## config.mk

```make
export PLATFORM = sky130hd
export DESIGN_NAME = decode_unit
export DESIGN_NICKNAME = d
export VERILOG_FILES = /design/src/source/cpu_pkg.sv /design/src/source/decode_unit.sv
export SDC_FILE = /design/constraint.sdc
export NUM_CORES = 1
export LEC_CHECK = 0
export BUFFER_PORTS_ARGS = -buffer_cell sky130_fd_sc_hd__clkbuf_2
export CAP_MARGIN = 0
export CELL_PAD_IN_SITES_DETAIL_PLACEMENT = 1
export CELL_PAD_IN_SITES_GLOBAL_PLACEMENT = 1
export CORE_MARGIN = 2
export CORE_UTILIZATION = 35
export CTS_BUF_LIST = sky130_fd_sc_hd__clkbuf_16
export DETAILED_ROUTE_END_ITERATION = 16
export HOLD_SLACK_MARGIN = 0.05
export PLACE_DENSITY_LB_ADDON = 0.1
export REMOVE_ABC_BUFFERS = 1
export SETUP_SLACK_MARGIN = 0.3
export SLEW_MARGIN = 20
export SYNTH_ARGS = -nofsm -noshare
export SYNTH_HDL_FRONTEND = slang
export SYNTH_SLANG_ARGS = --single-unit
```

## constraint.sdc

```tcl
create_clock -name clk -period 2.45 [get_ports clk]
set_input_delay 0.245 -clock clk [delete_from_list [all_inputs] [get_ports clk]]
set_output_delay 0.245 -clock clk [all_outputs]
set_load 0.01 [all_outputs]
```

## src/source/cpu_pkg.sv

```systemverilog
package cpu_pkg;

  //////////////////////////////
  // Sizes
  //////////////////////////////
  localparam int data_width = 16;  // Data word
  localparam int addr_width = 8;   // Word index into a memory
  localparam int mem_words  = 256; // Words per memory

  // Opcode field, instr[15:12]
  typedef enum logic [3:0] {
    op_add = 4'h0,
    op_sub = 4'h1,
    op_xor = 4'h2,
    op_sll = 4'h4,
    op_sra = 4'h5,
    op_ror = 4'h6,
    op_lw  = 4'h8,
    op_sw  = 4'h9,
    op_llb = 4'ha,
    op_lhb = 4'hb,
    op_b   = 4'hc,
    op_br  = 4'hd,
    op_hlt = 4'hf
  } opcode_e;

  // Branch condition field, instr[11:9]
  typedef enum logic [2:0] {
    cond_ne = 3'd0, // Z clear
    cond_eq = 3'd1, // Z set
    cond_gt = 3'd2, // Z and N clear
    cond_lt = 3'd3, // N set
    cond_ge = 3'd4, // Z set or N clear
    cond_le = 3'd5, // Z set or N set
    cond_ov = 3'd6, // V set
    cond_un = 3'd7  // Always
  } cond_e;

  //////////////////////////////
  // Instruction word views
  //////////////////////////////
  typedef struct packed {opcode_e op; logic [3:0] rd; logic [3:0] rs; logic [3:0] rt;} r_view_t;
  typedef struct packed {opcode_e op; logic [3:0] rd; logic [3:0] rs; logic [3:0] imm4;} i_view_t;
  typedef struct packed {opcode_e op; logic [3:0] rd; logic [7:0] imm8;} byte_view_t;
  typedef struct packed {opcode_e op; cond_e cond; logic [8:0] imm9;} branch_view_t;

  typedef union packed {
    r_view_t      r_view;      // ALU register ops
    i_view_t      i_view;      // Shifts, LW, SW
    byte_view_t   byte_view;   // LLB, LHB
    branch_view_t branch_view; // B, BR
  } instr_u;

  typedef struct packed {logic z; logic v; logic n;} flags_t;

  //////////////////////////////
  // Stage registers
  //////////////////////////////
  typedef struct packed {
    instr_u                  word;
    logic [data_width-1:0]   pc_plus_2;
    logic                    valid;
  } fetch_out_t;

  typedef struct packed {
    opcode_e                 alu_op;      // add, sub, xor or a shift
    logic [data_width-1:0]   operand_a;
    logic [data_width-1:0]   operand_b;
    logic [data_width-1:0]   store_data;  // rd value for SW
    logic [3:0]              dst_reg;
    logic                    reg_write;
    logic                    mem_read;
    logic                    mem_write;
    logic                    flag_z_only; // XOR and shifts
    logic                    flag_write;
    logic                    valid;
  } decode_out_t;

  typedef struct packed {
    logic [data_width-1:0]   alu_result;  // Also the memory address
    logic [data_width-1:0]   store_data;
    logic [3:0]              dst_reg;
    logic                    reg_write;
    logic                    mem_read;
    logic                    mem_write;
    logic                    valid;
  } execute_out_t;

  typedef struct packed {
    logic                    valid;
    logic [3:0]              dst_reg;
    logic [data_width-1:0]   data;
  } writeback_t;

endpackage
```

## src/source/decode_unit.sv

```systemverilog
module decode_unit (
  input  logic                     clk,
  input  logic                     reset,
  input  logic                     boot,
  input  cpu_pkg::fetch_out_t      fetch_out,
  input  cpu_pkg::flags_t          flags,
  input  cpu_pkg::writeback_t      wb,
  output logic                     redirect,
  output logic [15:0]              redirect_pc,
  output logic                     freeze,
  output cpu_pkg::decode_out_t     decode_out
);

  logic [cpu_pkg::data_width-1:0] reg_file [16]; // Entry 0 never written
  cpu_pkg::instr_u                word;
  cpu_pkg::opcode_e               op;
  cpu_pkg::decode_out_t           dec_next;
  logic [cpu_pkg::data_width-1:0] rs_val, rt_val, rd_val;
  logic [cpu_pkg::data_width-1:0] mem_offset;    // sext(imm4) << 1
  logic [cpu_pkg::data_width-1:0] branch_offset; // sext(imm9) << 1
  logic                           dec_valid;
  logic                           halted;
  logic                           cond_true;

  assign word      = fetch_out.word;
  assign op        = word.r_view.op;
  assign dec_valid = fetch_out.valid && !halted; // Word after HLT is dropped

  //////////////////////////////
  // Register file
  //////////////////////////////
  always_ff @(posedge clk) begin
    if (wb.valid && wb.dst_reg != 4'd0) begin
      reg_file[wb.dst_reg] <= wb.data; // Written at the end of the wb cycle
    end
  end

  // No bypass, r0 wired to zero
  assign rs_val = (word.r_view.rs == 4'd0) ? '0 : reg_file[word.r_view.rs];
  assign rt_val = (word.r_view.rt == 4'd0) ? '0 : reg_file[word.r_view.rt];
  assign rd_val = (word.r_view.rd == 4'd0) ? '0 : reg_file[word.r_view.rd];

  assign mem_offset    = {{11{word.i_view.imm4[3]}}, word.i_view.imm4, 1'b0};
  assign branch_offset = {{6{word.branch_view.imm9[8]}}, word.branch_view.imm9, 1'b0};

  //////////////////////////////
  // Control decode
  //////////////////////////////
  always_comb begin
    dec_next            = '0;
    dec_next.valid      = dec_valid;
    dec_next.alu_op     = op;
    dec_next.dst_reg    = word.r_view.rd;
    dec_next.operand_a  = rs_val;
    dec_next.operand_b  = rt_val;
    dec_next.store_data = rd_val;               // SW source
    case (op)
      cpu_pkg::op_add, cpu_pkg::op_sub: begin
        dec_next.reg_write  = 1'b1;
        dec_next.flag_write = 1'b1;             // Z, V and N
      end
      cpu_pkg::op_xor: begin
        dec_next.reg_write   = 1'b1;
        dec_next.flag_write  = 1'b1;
        dec_next.flag_z_only = 1'b1;
      end
      cpu_pkg::op_sll, cpu_pkg::op_sra, cpu_pkg::op_ror: begin
        dec_next.operand_b   = {12'h000, word.i_view.imm4}; // Shift amount
        dec_next.reg_write   = 1'b1;
        dec_next.flag_write  = 1'b1;
        dec_next.flag_z_only = 1'b1;
      end
      cpu_pkg::op_lw: begin
        dec_next.alu_op    = cpu_pkg::op_add;   // Address add
        dec_next.operand_b = mem_offset;
        dec_next.reg_write = 1'b1;
        dec_next.mem_read  = 1'b1;
      end
      cpu_pkg::op_sw: begin
        dec_next.alu_op    = cpu_pkg::op_add;
        dec_next.operand_b = mem_offset;
        dec_next.mem_write = 1'b1;
      end
      cpu_pkg::op_llb: begin
        dec_next.alu_op    = cpu_pkg::op_add;   // Merge of disjoint bytes
        dec_next.operand_a = rd_val & 16'hff00;
        dec_next.operand_b = {8'h00, word.byte_view.imm8};
        dec_next.reg_write = 1'b1;
      end
      cpu_pkg::op_lhb: begin
        dec_next.alu_op    = cpu_pkg::op_add;
        dec_next.operand_a = rd_val & 16'h00ff;
        dec_next.operand_b = {word.byte_view.imm8, 8'h00};
        dec_next.reg_write = 1'b1;
      end
      default: dec_next.valid = 1'b0;           // B, BR, HLT finish here
    endcase
  end

  //////////////////////////////
  // Branch resolution
  //////////////////////////////
  always_comb begin
    case (word.branch_view.cond)
      cpu_pkg::cond_ne: cond_true = !flags.z;
      cpu_pkg::cond_eq: cond_true = flags.z;
      cpu_pkg::cond_gt: cond_true = !flags.z && !flags.n;
      cpu_pkg::cond_lt: cond_true = flags.n;
      cpu_pkg::cond_ge: cond_true = flags.z || !flags.n;
      cpu_pkg::cond_le: cond_true = flags.z || flags.n;
      cpu_pkg::cond_ov: cond_true = flags.v;
      default:          cond_true = 1'b1;      // Unconditional
    endcase
  end

  assign redirect = dec_valid && cond_true && (op == cpu_pkg::op_b || op == cpu_pkg::op_br);
  assign redirect_pc = (op == cpu_pkg::op_br) ? {rs_val[15:1], 1'b0}       // Word aligned
                                              : fetch_out.pc_plus_2 + branch_offset;

  // Sticky halt, cleared only by reset or boot
  always_ff @(posedge clk) begin
    if (reset || boot) begin
      halted <= 1'b0;
    end else if (dec_valid && op == cpu_pkg::op_hlt) begin
      halted <= 1'b1;
    end
  end
  assign freeze = halted;

  // Decode/execute register
  always_ff @(posedge clk) begin
    decode_out <= dec_next;
    if (reset || boot) begin
      decode_out.valid <= 1'b0;
    end
  end

  // Memory stage filters r0 out of every retiring write
  no_r0_write : assert property (@(posedge clk) disable iff (reset)
    wb.valid |-> wb.dst_reg != 4'd0)
    else $error("write to r0 reached the register file");

endmodule

```

; Yosys cells after proc, flatten, opt, wreduce, memory -nomap -nowiden
; Memories as Yosys holds them, arrays and structs flattened.
; Cells that the tools add are included.
[classes]
add_sub_neg = 1
mul = 0
div_mod_pow = 0
magnitude_cmp = 0
n_eq_ne = 18
shifts = 0
mux = 14
bitwise_logic = 1
reduce_logical = 27
[op_table]
columns = op, n
row1 = 2-to-1 mux 16 bit, 4
row2 = case mux 16 bit (4 select lines), 1
row3 = case mux 16 bit (2 select lines), 1
row4 = equality test 4 bit (second input constant), 7
row5 = adder 16 bit, 1
row6 = zero test 4 bit, 4
row7 = equality test 4 x 3 -> 1 bit (second input constant), 3
row8 = OR reduction 10 bit, 1
row9 = equality test 3 bit (second input constant), 3
row10 = OR reduction 9 bit, 1
row11 = OR reduction 4 bit, 2
row12 = 2-to-1 mux 1 bit, 7
row13 = case mux 1 bit (7 select lines), 1
row14 = equality test 3 x 2 -> 1 bit (second input constant), 2
row15 = logical AND 1 bit, 6
row16 = OR reduction 6 bit, 1
row17 = equality test 4 x 1 -> 1 bit (second input constant), 1
row18 = equality test 4 x 2 -> 1 bit (second input constant), 1
row19 = logical OR 1 bit, 4
row20 = nonzero test 4 bit, 1
row21 = OR reduction 2 bit, 2
row22 = equality test 3 x 1 -> 1 bit (second input constant), 1
row23 = zero test 1 bit, 3
row24 = zero test 3 bit, 1
row25 = 2 further kinds, 2
[totals]
ff_bits = 63
latch_bits = 0
mem_bits_rw = 256
mem_bits_ro = 0
inputBits = 60
out_inout_bits = 80
elab_cells = 74
mem_count = 1
[memory_table]
columns = memory, depth, word_bits, read_ports, rd_ports_with_merged_regs, wr, line
row1 = reg_file, 16, 16, 3, 0, 1, decode_unit.sv:14  ; logic [cpu_pkg::data_width-1:0] reg_file [16];

; Logic depth before layout (Yosys ltp)
[logic_depth]
depth_word = 5
depth_mapped = 9
depth_no_buf = 9

; Worst setup path after synthesis
; Ideal clock, no wire load.
[synth_timing]
path_type = input to output
startpoint = input port fetch_out[18] (netlist name)
endpoint = output port redirect_pc[13]
arrival_ps = 2195
required_ps = 2205
path_slack_ps = 10
stages = 9
path_buffers = 1
cell_sequence = buf_2 -> inv_1 -> fa_1 -> nand2b_1 -> a21oi_1 -> o21ai_1 -> a311oi_1 -> nor3_1 -> o31ai_1
[synth_via]
elab_chain_len = 2
[synth_rtl]
columns = item, line
row1 = from (decl), decode_unit.sv:5  ; input cpu_pkg::fetch_out_t fetch_out,
row2 = adder 16 bit, decode_unit.sv:118  ; : fetch_out.pc_plus_2 + branch_offset;
row3 = 2-to-1 mux 16 bit, decode_unit.sv:117  ; assign redirect_pc = (op == cpu_pkg::op_br) ? {rs_val[15:1], 1'b0}
row4 = to (decl), decode_unit.sv:9  ; output logic [15:0] redirect_pc,
; Every way passes these cells.

==> metrics.md <==
| Metric | Value |
|---|---|
| Fin nets | around 1.4k |
| Post-synthesis sequential area ratio | between 50% and 60% |
| Fin cells | 1946 |
| H-tree lvl count | 2 |
| Layout cells sized above 1 | 47.6% |
| Worst Tran Pin Value | approximately 730 ps |
| Worst hold path class | primary input to flop |
| DRC errors left | 0 |
| Place WS | -320 ps |
| Final Hold Fails | 0 |
| IO Port Bufs | between 100 and 150 |
| Leak | between 7 and 8 nW |
| DR WL/cell | between 30 and 40 µm |
| Critical path launch point type | flop |
| Run status | finished with violations |
| Internal power | approximately 10 mW |
| Top post-synthesis cells by count | 256 x edfxtp_1, 186 x mux4_2, 88 x a21oi_1, 63 x dfxtp_1, 53 x mux2i_1 |
| Via count | ~11k |
| Switch Pwr | 3.63 mW |
| GRT overflow | 0 |
| Top cells by area, synth | edfxtp_1 47%, mux4_2 25%, dfxtp_1 7.7% |
| FP Rows | 79 |
| Minimum clock period | about 2600 ps |
| Fin area | between 20000 and 25000 µm² |
| Pins over their slew limit | 0 |
| Worst Setup End Kind | output port |
| Clock tree buffer depth | 3 |
| Post-Place Cells | 1794 |
| Overall power | about 14 mW |
| Initial antenna violation count | 1 |
| Die W | roughly 220 µm |
| IO Pins | 140 |
| Worst EP arrival | approximately 2400 ps |
| Syn. warnings | 0 |
| Initial DRC Count | around 900 |
| Mapped cell area | 16500 µm² |
| Clock slew at reported path FFs | approximately 60 ps |
| CTS Sinks | 319 |
| Clock network power share | slightly above 40% |
| Die span in y | 221 µm |
| Max Freq | around 380 MHz |
| Crit Reg-Reg Startpoint | reg_file[12][7]$_DFFE_PP_ |
| FF+latch count, synth | between 300 and 400 |
| Clk_skew | approximately 16 ps |
| Final setup margin | -194 ps |
| VDD IR max | between 0.0004 and 0.0005 V |
| Part of the power in combinational logic | between 15 and 20% |
| Area leader, netlist | edfxtp_1 |
| Setup violations, final | 13 |
| GRT Resource Usage Total | approximately a quarter |
| Cells after synthesis | between 900 and 1k |
| DP HPWL | around 37 mm |
| Min-delay src | wb[5] |
| RSZ-0062 raised after global routing | true |
| Synth async-reset ratio | 0% |
| Starting Density | 35.5% |
| Die Area | around 49000 µm² |
| Worst-path maximum fanout | 3 |
| Most used DFF post-synth | edfxtp_1 |
| Final core occ | between 40% and 50% |
| Core Area | ~46000 µm² |
| Crit Path Class | flop to output port |
| Syn_area_per_cell | about 17 µm² |
| Violated checks | setup timing |
| Post-synth top area share | between 40 and 50% |
| Cell Pwr Density | 679 nW/µm² |
| Final Cycle Share | 108% |
| Vias per cell | ~5.8 |
| Count leader, synth | edfxtp_1 |
| Max cap viols | 0 |
| Dpl cell area | 18600 µm² |
| Sw Share | 25.8% |
| Final hold slack | about 90 ps |
| Max transition margin | roughly half |
| Register share of total power | between 40% and 50% |
| Synth-to-layout area growth | 25.8% |
| Crit path required time | approximately 2200 ps |
| First-pass GRT wire length | 84.9 mm |
| CTS tree | yes |
| Number of flops mapped to enable cells by yosys | 256 |
| Clock root buffer | clkbuf_16 |
| Setup tns final | -1510 ps |
| Antenna violation net count after detailed routing | 0 |
| Netlist cell types | 54 |
| Worst Setup SP | reg_file[15][9]$_DFFE_PP_ |
| Number of CTS-inserted buffers | 39 |
| Final Wtd Congestion | 0.807 |
| Drt pass-1 iters | 5 |
| Worst-Skew Late Latency | around 560 ps |
| Detailed-route wire length | roughly 60 mm |
| Vias in the first global route | 12.0k |
| Largest net degree at the start of global routing | 77 |
## power groups by stage
| stage | combinational [mW] | sequential (mW) | clock (mW) |
|---|---|---|---|
| finish | 2.19 | 6.18 | 5.70 |
| detailed placement | 2.06 | 6.30 | 0 |
| global route | 2.33 | 6.20 | 5.99 |
| floorplan | 0.877 | 6.32 | 0 |
| CTS | 2.16 | 6.18 | 5.81 |
| global placement | 2.06 | 6.29 | 0 |
## worst paths after layout
path | slack (ps) | to | cells after the start
worst max register to register | 380 | decode_out[49]$_DFF_P_ | 6
worst max-delay path | -190 | redirect_pc[9] | 4
worst min register to register | 730 | decode_out[41]$_DFF_P_ | 4
worst min-delay path | 90 | reg_file[0][5]$_DFFE_PP_ | 1
## area by class of cell
| class | count | area, µm² |
|---|---|---|
| timing repair buffer | 334 | 2430 |
| tap | 607 | 759 |
| antenna | 1 | 2.50 |
| sequential | 319 | 8950 |
| inverter | 10 | 37.5 |
| clock inverter | 28 | 166 |
| clock buffer | 44 | 1100 |
| multi-input combinational | 603 | 7270 |
| fill | 4610 | 25700 |
## registers in the layout (all words and copies together) (netlist names)
signal and count:
freeze 1, decode_out 62, reg_file 256
## routing by layer
layer  share of wire [%]  GRT usage [%]  vias up
li1                    -              -     4774
met1                  43           32.5     6010
met2                  48           39.1      388
met4                 2.6           6.80        2
met3                 6.3           5.39       90
met5               0.022              0        -
## cells in the final DEF, fill, tap and decap left out, types with 5 or more instances in the layout
cell type,instances
nand2_1,33
nand2b_1,10
a21oi_1,81
clkbuf_2,124
o21ai_0,8
a22o_1,18
a21oi_2,5
ha_1,11
dfxtp_1,63
nand2_2,5
buf_2,6
o21ai_2,8
buf_4,173
and2_1,5
nor2_2,12
mux2i_1,53
conb_1,16
clkinv_1,5
o22ai_1,11
inv_1,17
buf_12,17
dlygate4sd3_1,7
mux4_1,6
clkbuf_16,44
o21ai_1,17
clkinv_2,8
nor2_1,29
mux4_2,188
edfxtp_1,256
## worst max-delay path, stage by stage (launching register included)
cell	delay, ps
edfxtp_1	410
mux4_2	510
mux4_2	550
a32o_1	230
clkbuf_2	140
## repair_timing
action,in CTS,in global routing
setup endpoints to repair,15,17
endpoints found under the hold margin,7,0
buffers inserted,52,20
hold buffers,7,0
resized for setup,46,25
pin swaps,15,7
## cell families (layout without fill, tap and decap cells)
kind of cell	after synthesis	count (layout)	share of synthesized area [%]
xor+xnor	8	8	0.425
compound gates	187	187	6.83
flops	319	319	54.3
other cells	1	17	0.0228
buf+inv	91	416	3.55
simple gates	128	128	3.62
mux	249	249	30.1
fa+ha+maj	15	15	1.18
Power figures use the tool's default switching activity.
